### src/verilog/flash_ctrl_pkg.sv
/* flash controller shared definitions
   sizes, fifo levels and bank access latencies
   operation codes and the command, bank request and interrupt structs */
package flash_ctrl_pkg;

  // array geometry
  localparam int unsigned DataW     = 32;
  localparam int unsigned AddrW     = 6;
  localparam int unsigned PageWords = 16;
  localparam int unsigned PageW     = $clog2(PageWords);
  localparam int unsigned WordCntW  = 4;

  // fifo sizing and interrupt levels
  localparam int unsigned ProgFifoDepth = 8;
  localparam int unsigned RdFifoDepth   = 8;
  localparam int unsigned CntW          = 4;
  localparam int unsigned ProgLvl       = 2;
  localparam int unsigned RdLvl         = 4;

  // bank latencies in cycles from request strobe to done pulse
  localparam int unsigned RdCycles    = 2;
  localparam int unsigned ProgCycles  = 3;
  localparam int unsigned EraseCycles = 8;
  localparam int unsigned LatW        = 4;

  typedef enum logic [1:0] {
    OpRead  = 2'd0,
    OpProg  = 2'd1,
    OpErase = 2'd2
  } flash_op_e;

  // cnt holds the number of words minus one
  typedef struct packed {
    flash_op_e             op;
    logic [AddrW-1:0]      addr;
    logic [WordCntW-1:0]   cnt;
  } op_cmd_t;

  typedef struct packed {
    flash_op_e          op;
    logic [AddrW-1:0]   addr;
    logic [DataW-1:0]   wdata;
  } bank_req_t;

  typedef struct packed {
    logic prog_empty;
    logic prog_lvl;
    logic rd_full;
    logic rd_lvl;
    logic op_done;
    logic err;
  } flash_intr_t;

endpackage
### src/verilog/flash_fifo.sv
/* synchronous register-array fifo with occupancy count
   show-ahead read port, pushes when full and pops when empty are dropped */
`timescale 1ns/1ps

module flash_fifo #(
  parameter int unsigned Depth = 8
) (
  input  logic                                clk_i,
  input  logic                                rst_n_i,
  input  logic                                push_i,
  input  logic [flash_ctrl_pkg::DataW-1:0]    wdata_i,
  input  logic                                pop_i,
  output logic [flash_ctrl_pkg::DataW-1:0]    rdata_o,
  output logic                                empty_o,
  output logic                                full_o,
  output logic [flash_ctrl_pkg::CntW-1:0]     count_o
);

  localparam int unsigned PtrW = (Depth > 1) ? $clog2(Depth) : 1;

  logic [flash_ctrl_pkg::DataW-1:0] mem [Depth];
  logic [PtrW-1:0]                  wptr_q;
  logic [PtrW-1:0]                  rptr_q;
  logic [flash_ctrl_pkg::CntW-1:0]  count_q;
  logic                             do_push;
  logic                             do_pop;

  assign empty_o = (count_q == '0);
  assign full_o  = (count_q == flash_ctrl_pkg::CntW'(Depth));
  assign count_o = count_q;
  assign rdata_o = mem[rptr_q];

  assign do_push = push_i & ~full_o;
  assign do_pop  = pop_i & ~empty_o;

  // storage has no reset, only the pointers and count
  always_ff @(posedge clk_i) begin
    if (do_push) begin
      mem[wptr_q] <= wdata_i;
    end
  end

  always_ff @(posedge clk_i or negedge rst_n_i) begin
    if (!rst_n_i) begin
      wptr_q  <= '0;
      rptr_q  <= '0;
      count_q <= '0;
    end else begin
      if (do_push) begin
        wptr_q <= (wptr_q == PtrW'(Depth - 1)) ? '0 : wptr_q + 1'b1;
      end
      if (do_pop) begin
        rptr_q <= (rptr_q == PtrW'(Depth - 1)) ? '0 : rptr_q + 1'b1;
      end
      case ({do_push, do_pop})
        2'b10:   count_q <= count_q + 1'b1;
        2'b01:   count_q <= count_q - 1'b1;
        default: count_q <= count_q;
      endcase
    end
  end

endmodule

### config.mk
export PLATFORM = sky130hd
export DESIGN_NAME = flash_fifo
export DESIGN_NICKNAME = d
export VERILOG_FILES = /design/src/verilog/flash_ctrl_pkg.sv /design/src/verilog/flash_fifo.sv
export SDC_FILE = /design/constraint.sdc
export NUM_CORES = 1
export LEC_CHECK = 0
export ABC_CLOCK_PERIOD_IN_PS = 5500
export BUFFER_PORTS_ARGS = -buffer_cell sky130_fd_sc_hd__buf_4
export CORE_MARGIN = 4
export CORE_UTILIZATION = 55
export DETAILED_ROUTE_END_ITERATION = 12
export PLACE_DENSITY = 0.76
export SYNTH_ARGS = -nofsm -noshare
export SYNTH_HDL_FRONTEND = slang
export SYNTH_SLANG_ARGS = --single-unit
### constraint.sdc
create_clock -name clk_i -period 5.5 [get_ports clk_i]
set_clock_uncertainty 0.15 [all_clocks]
set_input_delay 0.55 -clock clk_i [delete_from_list [all_inputs] [get_ports clk_i]]
set_output_delay 0.55 -clock clk_i [all_outputs]
set_load 0.1 [all_outputs]
==> out/qor.csv <==
metric,value,unit
status,completed,
synth_area_leader_cell,edfxtp_1,
clk_latency,510,ps
cts_buffer_depth,3,
grt_overflow,0,
muxShareOfSynthArea,0.1825,
ys_top_cells_by_area,"edfxtp_1, mux4_2, mux2_2, dfrtp_1, ha_1",
cts.clk_slew.worst_paths,60,ps
setup_viol,0,
cts.htree.levels,1,
clkSinkCount,266,
grt_max_degree,42,
hpwl,10850,um
syn_inst,438,
cts_setup_buffers,0,
grt_pass1_vias,4987,
synthFlopType,edfxtp_1,
vias_per_cell,5.967,
io_buffers,73,
pre_cts_slack,2267,ps
period_share,0.6744,
synth_common_cells,"edfxtp_1, mux4_2, mux2_2",
yosysMostFrequentCell,edfxtp_1,
rsz0062_at_grt,false,
cts_root_buf,clkbuf_16,
drv_cap,0,
yosys.area_share.adder,0.01045,
syn_to_final_growth,16.96,%
hp-class,input port to flop,
layoutNonFillerInstCount,785,
start_util,0.5655,
numCtsBuffers,27,
chipHeight,144.8,um
grt_pass1_wl,29060,um
critPathKind,flop to primary output,
min_period,3709,ps
synth-seq-cells,266,
synth_cell_types,33,
seq_area_frac_synth,0.7708,
met1_usage,0.2694,
drt_wl_total,18640,um
synth_nets,482,
ctsResizeCount,0,
synth_top_area_frac,0.7465,
cts_tree,done,
cp-start-kind,flop,
avgSynthCellArea,23.51,um^2
synth_xor_area_frac,0.001701,
max_freq,269.6,MHz
insertedDiodeCount,0,
core,0.01821,mm^2
synth_edf_count,256,
async_flop_share,0.03759,
dr.pass1.iters,6,
final_hold_viol_count,0,
crit_path_end_kind,primary output,
critPathMaxFanout,39,
wl_per_cell,23.74,um
place.gp.congestion,0.7364,
die_area,0.02098,mm^2
drive_above_1_share,0.4263,
final_net_count,580,
initialDrtViolationCount,357,
synthesis.area,0.01030,mm^2
fin_tns_setup,0,ps
groute.usage.overall,0.1840,
worst_slack,1791,ps
synth_simple_gate_area_frac,0.01422,
grt-busiest-layer,met2,
synth_compound_area_frac,0.006440,
slew-limit-headroom,0.3214,
die_w,144.8,um
final.fill_count,1153,
num_vias,4684,
dp_cells,735,
antenna_left,0,
arrival,3010,ps
tightest_slew,1018,ps
num_rows,49,
grt.met3_usage,0.02892,
synth_top_family_by_area,multiplexers,
cp.required,4800,ps
antenna_found_initial,0,
met2_usage,0.3010,
cts_hold_buf,1,
drc,0,
num_io_pins,74,
yosysWarnings,0,
report.final.slew_viol_count,0,
## state kept, by name, summed over array words and instances (netlist names)
signal	count
count_o	4
mem	256
wptr_q	3
rptr_q	3
## cell usage in the layout, fill, tap and decap left out, types with 4 or more instances in the layout
cell type  synthesis  layout
nor3_2             0       4
mux4_2            64      64
dfrtp_1           10       7
clkbuf_16          0      27
edfxtp_1         256     256
ha_1               7       7
buf_4              0      88
mux2_2            35      35
clkinv_1           0      10
inv_1              6       6
## final timing paths
path / slack (ps) / to / startpoint / cells past startpoint
setup / recovery: 1790 / rdata_o[0] / rptr_q[0] / 4
hold / removal: 110 / mem[0][15] / wdata_i[15] / 1
setup reg to reg: 2450 / count_o[3] / count_o[0] / 7
hold reg to reg: 490 / count_o[2] / count_o[2] / 2
max in group asynchronous: 4780 / rptr_q[1] / rst_n_i / 2
min in group asynchronous: 250 / count_o[0] / rst_n_i / 2
## cell families after synthesis
group,count (synthesis)
multiplexers,103
AND/OR/NAND/NOR,25
XOR/XNOR,2
adder cells (fa/ha/maj),8
flip-flops,266
AO/OA/AOI/OAI,8
buffers and inverters,26
## area by class of cell
class                      instances  area [um^2]  area share
tap                              229        286.5     0.02379
sequential                       266         7944      0.6596
clock buffer                      30        686.9     0.05703
inverter                           6        22.52    0.001870
timing repair buffer              89        670.6     0.05568
clock inverter                    19        167.7     0.01392
multi-input combinational        146         2266      0.1881
## metal layers
layer	vias up	wire length [um]
li1	2057	-
met1	2452	7694
met2	148	9509
met3	27	1097
met4	0	333
met5	-	0
## per-stage QoR
step           area (um^2)  hold slack (ps)  utilization
2_1_floorplan        10300            104.4            -
3_3_place_gp         11180            236.4       0.6140
3_5_place_dp         11180            239.0       0.6140
4_1_cts              12040            87.71       0.6614
5_1_grt              12040            89.64       0.6614
6_report             12040            106.9       0.6614
## worst max-delay path: stages, from the launching register on
cell     delay (ps)
dfrtp_4         920
buf_4           460
mux4_2          560
mux2_2          290
buf_4           240
Power is left out: the tool's default activity adds up to more than one toggle a clock period on the data nets, which glitch-free logic cannot reach.
