**src/verilog/flash_ctrl_pkg.sv**
```systemverilog
/* flash controller shared definitions
   sizes, fifo levels and bank access latencies
   operation codes and the command, bank request and interrupt structs */
package flash_ctrl_pkg;

  // array geometry
  localparam int unsigned DataW     = 32;
  localparam int unsigned AddrW     = 6;
  localparam int unsigned PageWords = 16;
  localparam int unsigned PageW     = $clog2(PageWords);
  localparam int unsigned WordCntW  = 4;

  // fifo sizing and interrupt levels
  localparam int unsigned ProgFifoDepth = 8;
  localparam int unsigned RdFifoDepth   = 8;
  localparam int unsigned CntW          = 4;
  localparam int unsigned ProgLvl       = 2;
  localparam int unsigned RdLvl         = 4;

  // bank latencies in cycles from request strobe to done pulse
  localparam int unsigned RdCycles    = 2;
  localparam int unsigned ProgCycles  = 3;
  localparam int unsigned EraseCycles = 8;
  localparam int unsigned LatW        = 4;

  typedef enum logic [1:0] {
    OpRead  = 2'd0,
    OpProg  = 2'd1,
    OpErase = 2'd2
  } flash_op_e;

  // cnt holds the number of words minus one
  typedef struct packed {
    flash_op_e             op;
    logic [AddrW-1:0]      addr;
    logic [WordCntW-1:0]   cnt;
  } op_cmd_t;

  typedef struct packed {
    flash_op_e          op;
    logic [AddrW-1:0]   addr;
    logic [DataW-1:0]   wdata;
  } bank_req_t;

  typedef struct packed {
    logic prog_empty;
    logic prog_lvl;
    logic rd_full;
    logic rd_lvl;
    logic op_done;
    logic err;
  } flash_intr_t;

endpackage
```
**src/verilog/flash_op_ctrl.sv**
```systemverilog
/* operation sequencer
   checks each command, then walks it one word per bank access
   moving program data from the program fifo and read data into the read fifo */
`timescale 1ns/1ps

module flash_op_ctrl (
  input  logic                              clk_i,
  input  logic                              rst_n_i,
  input  logic                              op_start_i,
  input  flash_ctrl_pkg::op_cmd_t           op_cmd_i,
  output logic                              op_busy_o,
  input  logic                              prog_empty_i,
  input  logic [flash_ctrl_pkg::DataW-1:0]  prog_rdata_i,
  output logic                              prog_pop_o,
  input  logic [flash_ctrl_pkg::CntW-1:0]   rd_count_i,
  output logic                              rd_push_o,
  output logic [flash_ctrl_pkg::DataW-1:0]  rd_wdata_o,
  output logic                              bank_req_valid_o,
  output flash_ctrl_pkg::bank_req_t         bank_req_o,
  input  logic                              bank_done_i,
  input  logic [flash_ctrl_pkg::DataW-1:0]  bank_rdata_i,
  output logic                              op_done_o,
  output logic                              err_o
);

  typedef enum logic [1:0] {
    StIdle,
    StIssue,
    StWait
  } state_e;

  state_e                              state_q;
  flash_ctrl_pkg::flash_op_e           op_q;
  logic [flash_ctrl_pkg::AddrW-1:0]    addr_q;
  logic [flash_ctrl_pkg::WordCntW-1:0] remain_q;
  logic [flash_ctrl_pkg::AddrW:0]      end_addr;
  logic                                cmd_bad;
  logic                                accept;
  logic                                reject;
  logic                                can_issue;
  logic                                word_done;
  logic                                last_word;

  // erase ignores the count, so only reads and programs can run off the end
  assign end_addr = {1'b0, op_cmd_i.addr} + (flash_ctrl_pkg::AddrW + 1)'(op_cmd_i.cnt);
  always_comb begin
    case (op_cmd_i.op)
      flash_ctrl_pkg::OpRead,
      flash_ctrl_pkg::OpProg:  cmd_bad = end_addr[flash_ctrl_pkg::AddrW];
      flash_ctrl_pkg::OpErase: cmd_bad = 1'b0;
      default:                 cmd_bad = 1'b1;
    endcase
  end

  assign accept = op_start_i & (state_q == StIdle) & ~cmd_bad;
  assign reject = op_start_i & ((state_q != StIdle) | cmd_bad);

  // read throttle leaves room for the word already in flight
  always_comb begin
    case (op_q)
      flash_ctrl_pkg::OpRead:
        can_issue = rd_count_i < flash_ctrl_pkg::CntW'(flash_ctrl_pkg::RdFifoDepth - 1);
      flash_ctrl_pkg::OpProg:
        can_issue = ~prog_empty_i;
      default:
        can_issue = 1'b1;
    endcase
  end

  assign bank_req_valid_o = (state_q == StIssue) & can_issue;
  assign bank_req_o.op    = op_q;
  assign bank_req_o.addr  = addr_q;
  assign bank_req_o.wdata = prog_rdata_i;
  assign prog_pop_o       = bank_req_valid_o & (op_q == flash_ctrl_pkg::OpProg);

  assign word_done  = (state_q == StWait) & bank_done_i;
  assign last_word  = (remain_q == '0);
  assign rd_push_o  = word_done & (op_q == flash_ctrl_pkg::OpRead);
  assign rd_wdata_o = bank_rdata_i;

  assign op_busy_o = (state_q != StIdle);
  assign op_done_o = reject | (word_done & last_word);
  assign err_o     = reject;

  always_ff @(posedge clk_i or negedge rst_n_i) begin
    if (!rst_n_i) begin
      state_q  <= StIdle;
      op_q     <= flash_ctrl_pkg::OpRead;
      addr_q   <= '0;
      remain_q <= '0;
    end else begin
      case (state_q)
        StIdle: begin
          if (accept) begin
            state_q <= StIssue;
            op_q    <= op_cmd_i.op;
            addr_q  <= op_cmd_i.addr;
            // a page erase is a single bank access
            remain_q <= (op_cmd_i.op == flash_ctrl_pkg::OpErase) ? '0 : op_cmd_i.cnt;
          end
        end
        StIssue: begin
          if (can_issue) begin
            state_q <= StWait;
          end
        end
        StWait: begin
          if (bank_done_i) begin
            if (last_word) begin
              state_q <= StIdle;
            end else begin
              state_q  <= StIssue;
              addr_q   <= addr_q + 1'b1;
              remain_q <= remain_q - 1'b1;
            end
          end
        end
        default: state_q <= StIdle;
      endcase
    end
  end

endmodule

```
**config.mk**
```make
export PLATFORM = sky130hd
export DESIGN_NAME = flash_op_ctrl
export DESIGN_NICKNAME = d
export VERILOG_FILES = /design/src/verilog/flash_ctrl_pkg.sv /design/src/verilog/flash_op_ctrl.sv
export SDC_FILE = /design/constraint.sdc
export NUM_CORES = 1
export LEC_CHECK = 0
export CAP_MARGIN = 40
export CORE_ASPECT_RATIO = 0.5
export CORE_MARGIN = 4
export CORE_UTILIZATION = 55
export DETAILED_ROUTE_END_ITERATION = 16
export DONT_BUFFER_PORTS = 1
export PLACE_DENSITY = 0.76
export SYNTH_ARGS = -nofsm -noshare
export SYNTH_HDL_FRONTEND = slang
export SYNTH_SLANG_ARGS = --single-unit
```
**constraint.sdc**
```tcl
create_clock -name clk_i -period 2.7 [get_ports clk_i]
set_clock_uncertainty 0.1 [all_clocks]
set_input_delay 0.405 -clock clk_i [delete_from_list [all_inputs] [get_ports clk_i]]
set_output_delay 0.405 -clock clk_i [all_outputs]
set_load 0.01 [all_outputs]
```
==> impl_metrics.csv, run 1 <==
group,metric,value,unit
placed_design,portBuffers,0,
worst_setup_path,start_kind,"flop",
min_path,holdPathEnd,"state_q[1]",
floorplanning,pin_count,163,
cts,cts_tree,"built",
cts,htree_levels,1,
pwr,power_frac_seq,39.2,%
timing,relSlewSlack,55.2,%
placed_design,placed_cells,150,
worst_setup_path,r2r_end,"addr_q[3]",
routing,viasPerCell,6.39,
flow_run,maxCapViolations,0,
finish,nNetsFinal,209,
logic_synthesis,synth_area_per_cell,8.60,um^2
global_route,grt_antenna_before_repair,0,
worst_setup_path,cp-end-kind,"primary output",
logic_synthesis,synth_area_leaders,"buf_4 (31%), dfrtp_1 (23%), ha_1 (4.1%), inv_1 (2.4%), nor3_1 (2.3%)",
worst_setup_path,required,2.19,ns
pwr,vdd_ir_drop_max,0.269,mV
routing,num_vias,991,
pwr,pwr-share-clk,16.1,%
logic_synthesis,seq_area_frac_synth,22.8,%
worst_setup_path,r2r_cells,3,
logic_synthesis,yosysTopAreaCell,"buf_4",
timing,worst_pin_slew,0.670,ns
routing,wl_per_cell,24.5,um
cts,root_buffer,"clkbuf_8",
pwr,cellPowerDensity,1120,nW/um^2
global_route,grt_pass1_vias,984,
min_path,hold_path_class,"input port to flop",
finish,seqCellArea,350,um^2
worst_setup_path,cpPeakStageDelay,0.54,ns
cts,clock_latency,0.25,ns
min_path,hp-start,"bank_done_i",
min_path,hold_path_depth,1,
status,status,"finished, final reports clean",
floorplanning,core_area,2640,um^2
finish,syn_to_final_growth,-24.9,%
pwr,power.switching,592,uW
global_route,grt_usage,18.8,%
routing,drcViolationCount,0,
cts,cts_setup_buffers,0,
logic_synthesis,syn_nets,269,
timing,hold_violations,0,
worst_setup_path,crit_slowest_cell,"dfrtp_1",
logic_synthesis,synth_top_area_share,31.2,%
worst_setup_path,criticalPathCategory,"flop to primary output",
finish,antenna-diode-count,0,
pwr,p_leak,0.000498,uW
global_route,grt_start_max_net_pins,18,
placed_design,dp_hpwl,3180,um
global_route,grt_overflow,0,
pwr,p_sw_share,45.8,%
routing,wirelength,3800,um
logic_synthesis,syn-cell-area,1540,um^2
cts,path_clk_slew,0.06,ns
worst_setup_path,rrSetupSlack,0.73,ns
worst_setup_path,crit_path_max_fanout,10,
finish,num-fill-cells,262,
finish,final_cell_count_no_fill,155,
finish,layout_common_cells,"dfrtp_1 (14), inv_1 (10), nand2_1 (9), nor2_1 (8), nor3_1 (7)",
timing,clock.fmax,460,MHz
pwr,intPower,700,uW
pwr,p_comb_share,44.7,%
worst_setup_path,crit_chain,"inv_1 > nand2_1 > nor4b_1",
routing,antenna_left,0,
timing,period_share,80.5,%
logic_synthesis,synth.distinct_cells,43,
timing,drv_slew,0,
worst_setup_path,critical_path_arrival,1.67,ns
logic_synthesis,ys_ff_latch,14,
routing,drtIter0Drc,56,
logic_synthesis,synth_cells,179,
floorplanning,rows,13,
floorplanning,initial_core_util,58.4,%
finish,layout_commonest_cell,"dfrtp_1",
cts,clock-sinks,14,
floorplanning,fp.dieH,45.4,um
logic_synthesis,yosys_warnings,0,
placed_design,gp_congestion,0.798,
timing,min_period,2.17,ns
routing,first_pass_iters,4,
timing,grt_setup_unrepaired,"false",
timing,tns,0,ns
worst_setup_path,r2r-start,"state_q[1]",
finish,multi_input_area,649,um^2
timing,setup_viol,0,
cts,cts_max_path_buffers,2,
cts,cts_made_buffers,3,
cts,hold_buffers,1,
floorplanning,dieArea,3760,um^2
floorplanning,dieWidth,82.8,um
cts,ctsResizeCount,0,
global_route,grt_pass1_wl,5530,um
finish,drive_gt1_share,14.4,%
==> metrics by stage <==
stage               setup slack, ns  hold slack [ns]  utilization (%)  instance area (um^2)  power (uW)
finish                        0.526            0.143             43.9                  1160        1290
global route                  0.416            0.144             43.9                  1160        1400
CTS                           0.526            0.140             43.9                  1160        1290
detailed placement            0.639          0.00991             41.4                  1090        1070
global placement              0.656          0.00978             41.4                  1090        1060
floorplan                     0.766          0.00941                -                  1540        1040
==> registers in the layout (all words and copies together), names as in the netlist <==
register,count
addr_q,6
op_q,2
remain_q,4
state_q,2
==> kinds of logic after synthesis <==
| family | after synthesis | share of synthesized area [%] |
|---|---|---|
| XOR/XNOR | 1 | 0.569 |
| buffers and inverters | 77 | 35.0 |
| AND/OR/NAND/NOR | 42 | 15.9 |
| flip-flops | 14 | 22.8 |
| multiplexers | 5 | 3.74 |
| adder cells (fa/ha/maj) | 5 | 4.07 |
| AO/OA/AOI/OAI | 35 | 18.0 |
==> worst max-delay path: cells and delay by family (launching register included) <==
kind | cells | cell delay (ns)
simple gates | 2 | 0.65
flops | 1 | 0.54
buf+inv | 1 | 0.22
==> synth_stat cells, drive strengths merged <==
master,count
buf,67
dfrtp,14
inv,10
nand2,9
nor3,9
nor2,8
o21ai,7
a21oi,6
ha,5
a2111oi,3
a211oi,3
a311oi,3
a31oi,3
and3,3
mux2,3
a211o,2
mux2i,2
nand2b,2
nand3,2
nor2b,2
o22ai,2
a21bo,1
a2bb2oi,1
a311o,1
and4,1
nand3b,1
nand4,1
nor3b,1
nor4,1
nor4b,1
o21ba,1
o221ai,1
o31ai,1
or3,1
xnor2,1
==> worst max path at each step <==
stage | depth (start not counted) | endpoint | startpoint | slack [ns]
2_1_floorplan | 6 | remain_q[3] | op_cmd_i[1] | 0.77
3_3_place_gp | 6 | remain_q[3] | op_cmd_i[1] | 0.66
3_5_place_dp | 6 | addr_q[5] | op_cmd_i[1] | 0.64
4_1_cts | 3 | prog_pop_o | state_q[1] | 0.53
5_1_grt | 4 | rd_push_o | state_q[1] | 0.42
6_report | 3 | prog_pop_o | state_q[1] | 0.53
==> area by class of cell <==
class	count	share of cell area, %
Clock buffer	4	4.76
Timing Repair Buffer	2	1.52
Multi-Input combinational cell	88	56.2
Sequential cell	14	30.3
Inverter	10	3.25
Tap cell	37	4.00
==> power groups by stage <==
stage / Combinational (uW) / Sequential [uW] / Clock, uW
floorplan: 596 / 448 / 0
global placement: 557 / 500 / 0
detailed placement: 567 / 505 / 0
CTS: 575 / 503 / 213
global route: 645 / 529 / 223
finish: 578 / 506 / 208
==> layer usage <==
metal / vias to the layer above / track usage [%] / wire (um)
met5: - / 5.19 / 0
met3: 11 / 11.9 / 622
met4: 0 / 8.47 / 73
met2: 80 / 34.1 / 1920
li1: 438 / - / -
met1: 462 / 17.0 / 1190
Power figures use the tool's default switching activity.
==> run 2, diff against run 1 <==
--- a/config.mk
+++ b/config.mk
@@ -5,13 +5,14 @@
 export SDC_FILE = /design/constraint.sdc
 export NUM_CORES = 1
 export LEC_CHECK = 0
+export ABC_AREA = 1
 export CAP_MARGIN = 40
 export CORE_ASPECT_RATIO = 0.5
 export CORE_MARGIN = 4
 export CORE_UTILIZATION = 55
 export DETAILED_ROUTE_END_ITERATION = 16
 export DONT_BUFFER_PORTS = 1
-export PLACE_DENSITY = 0.76
+export PLACE_DENSITY = 0.79
 export SYNTH_ARGS = -nofsm -noshare
 export SYNTH_HDL_FRONTEND = slang
 export SYNTH_SLANG_ARGS = --single-unit
==> constraint.sdc (replaced) <==
create_clock -name clk_i -period 1.9 [get_ports clk_i]
set_clock_uncertainty 0.1 [all_clocks]
set_input_delay 0.285 -clock clk_i [delete_from_list [all_inputs] [get_ports clk_i]]
set_output_delay 0.285 -clock clk_i [all_outputs]
set_load 0.01 [all_outputs]
==> run 2 against run 1 <==
- die area down 1.1%
- core utilization fell by 0.78 points
- final area shrank 2.4%
- synthesized cell count rose by 18%
- highest routed layer unchanged
==> impl_metrics.csv, run 2 <==
group,metric,value,unit
global_route,grt_start_max_net_pins,20,
logic_synthesis,synth_top_cells_by_count,"buf_4 (65), nand2_1 (41), nand3_1 (19)",
logic_synthesis,yosysTopAreaCell,"buf_4",
status,status,"finished, final reports clean",
worst_setup_path,critPathLaunch,"state_q[0]",
finish,largest_reg_flops,6,
pwr,p_comb_share,49.3,%
finish,reg.largest.list,"addr_q: 6 flops, remain_q: 4 flops",
floorplanning,dieWidth,82.4,um
logic_synthesis,synth_edf_count,0,
placed_design,portBuffers,0,
floorplanning,pin_count,163,
logic_synthesis,synth.most_common_cell,"buf_4",
worst_setup_path,r2r_cells,8,
placed_design,dp_slack,0.196,ns
floorplanning,fp.dieH,45.2,um
logic_synthesis,syn-cell-area,1520,um^2
logic_synthesis,synth-async-reset-ratio,100,%
flow_run,maxCapViolations,0,
logic_synthesis,synth_top_area_share,32.1,%
worst_setup_path,criticalPathCategory,"flop to primary output",
finish,fin_util,43.1,%
routing,drtIter0Drc,66,
cts,cts_max_path_buffers,2,
placed_design,dp_hpwl,3190,um
cts,cts_setup_buffers,0,
worst_setup_path,crit_path_max_fanout,5,
finish,drive_gt1_share,16.6,%
finish,syn_to_final_growth,-25.8,%
finish,fin_area,1130,um^2
worst_setup_path,endpoint,"rd_push_o",
worst_setup_path,critical_path_arrival,1.35,ns
logic_synthesis,synth_cells,212,
routing,first_pass_iters,4,
worst_setup_path,crit_chain,"nor2_2 > nand2_1 > nor3_1",
timing,worst_pin_slew,0.658,ns
timing,setup_viol,0,
cts,cts_made_buffers,3,
logic_synthesis,synth.distinct_cells,21,
worst_setup_path,cp-end-kind,"primary output",
min_path,hold_path_depth,1,
routing,wl_per_cell,19.4,um
cts,root_buffer,"clkbuf_8",
placed_design,dpl-instance-area,1060,um^2
logic_synthesis,ys_ff_latch,14,
logic_synthesis,synth_area_per_cell,7.17,um^2
global_route,grt_usage,18.3,%
logic_synthesis,synth_top_flop_cell,"dfrtp_1",
logic_synthesis,seq_area_frac_synth,23.0,%
pwr,pwr-share-clk,15.3,%
floorplanning,dieArea,3720,um^2
cts,htree_levels,1,
logic_synthesis,syn_nets,302,
pwr,p_leak,0.000596,uW
pwr,cellPowerDensity,1660,nW/um^2
finish,antenna-diode-count,0,
worst_setup_path,r2r_end,"addr_q[0]",
min_path,hold_path_class,"input port to flop",
global_route,grt_pass1_vias,883,
floorplanning,core_area,2620,um^2
cts,clock-sinks,14,
pwr,p_sw_share,48.2,%
timing,period_share,91.1,%
placed_design,gp_congestion,0.807,
routing,num_vias,982,
worst_setup_path,cpPeakStageDelay,0.42,ns
finish,layout_common_cells,"nand2_1 (41), nand3_1 (19), inv_1 (16), dfrtp_1 (13)",
pwr,power.total,1870,uW
worst_setup_path,start_kind,"flop",
routing,drcViolationCount,0,
floorplanning,rows,13,
pwr,intPower,968,uW
timing,fin_ws,0.169,ns
logic_synthesis,yosys_warnings,0,
pwr,vdd_ir_drop_max,0.480,mV
global_route,grt_antenna_before_repair,0,
routing,viasPerCell,5.22,
finish,layout_commonest_cell,"nand2_1",
pwr,power_frac_seq,35.3,%
cts,cts_tree,"built",
finish,regMostFlops,"addr_q",
timing,tns,0,ns
timing,min_period,1.73,ns
routing,wirelength,3650,um
timing,drv_slew,0,
worst_setup_path,crit_slowest_cell,"dfrtp_1",
timing,grt_setup_unrepaired,"false",
pwr,power.switching,902,uW
logic_synthesis,synth_area_leaders,"buf_4 (32%), dfrtp_1 (23%), nand2_1 (10%), nand3_1 (6.3%), nand2_2 (4.5%)",
global_route,grt_overflow,0,
floorplanning,initial_core_util,58.1,%
timing,clock.fmax,578,MHz
cts,clock_latency,0.24,ns
finish,nNetsFinal,242,
cts,path_clk_slew,0.06,ns
worst_setup_path,r2r-start,"state_q[0]",
timing,hold_violations,0,
worst_setup_path,rrSetupSlack,0.24,ns
routing,antenna_left,0,
global_route,grt_pass1_wl,5020,um
worst_setup_path,required,1.51,ns
timing,relSlewSlack,56.0,%
-- run 2: logic make-up after synthesis --
logic type	share of synthesized area [%]
adder cells (fa/ha/maj)	4.12
buffers and inverters	39.1
AND/OR/NAND/NOR	25.4
flip-flops	23.0
AO/OA/AOI/OAI	5.51
XOR/XNOR	2.88
-- run 2: per-layer routing --
| layer | up-vias | track usage, % | part of all wire [%] |
|---|---|---|---|
| met5 | - | 0 | 0 |
| met4 | 0 | 3.31 | 0.58 |
| met3 | 2 | 14.7 | 21 |
| met2 | 81 | 32.6 | 52 |
| met1 | 426 | 16.6 | 27 |
| li1 | 473 | - | - |
-- run 2: area by class of cell --
class	count	area (um^2)
timing repair buffer	4	32.5
sequential	14	352
inverter	18	67.6
clock buffer	4	55.1
fill	270	1490
multi-input combinational	111	576
tap	37	46.3
-- run 2: worst min path at each step --
stage	slack, ns	end	start
final	0.1	state_q[1]	bank_done_i
after global routing	0.1	state_q[1]	bank_done_i
after CTS	0.09	state_q[1]	bank_done_i
after detailed placement	-0.11	addr_q[5]	rst_n_i
after global placement	-0.11	state_q[1]	rst_n_i
after floorplan	-0.11	addr_q[0]	rst_n_i
-- run 2: worst max-delay path, delay by kind of cell, from the launching register on --
| family | cells | cell delay [ns] |
|---|---|---|
| and+or+nand+nor | 3 | 0.67 |
| DFF | 1 | 0.42 |
-- run 2: stage by stage --
step	instances	hold slack (ns)
after global routing	188	0.0983
after floorplan	212	-0.111
after CTS	188	0.0934
final	188	0.0972
after global placement	183	-0.110
after detailed placement	183	-0.110
-- run 2: timing repair --
item,in CTS,in global routing
hold endpoints to repair,14,0
resized for setup,0,2
setup endpoints to repair,0,2
hold buffers,1,0
-- run 2: power by group through the flow --
stage | clock network (uW) | logic (uW) | registers, uW
5_1_grt | 308 | 1060 | 685
6_report | 287 | 923 | 660
2_1_floorplan | 0 | 943 | 618
3_3_place_gp | 0 | 883 | 660
4_1_cts | 295 | 925 | 658
3_5_place_dp | 0 | 912 | 661
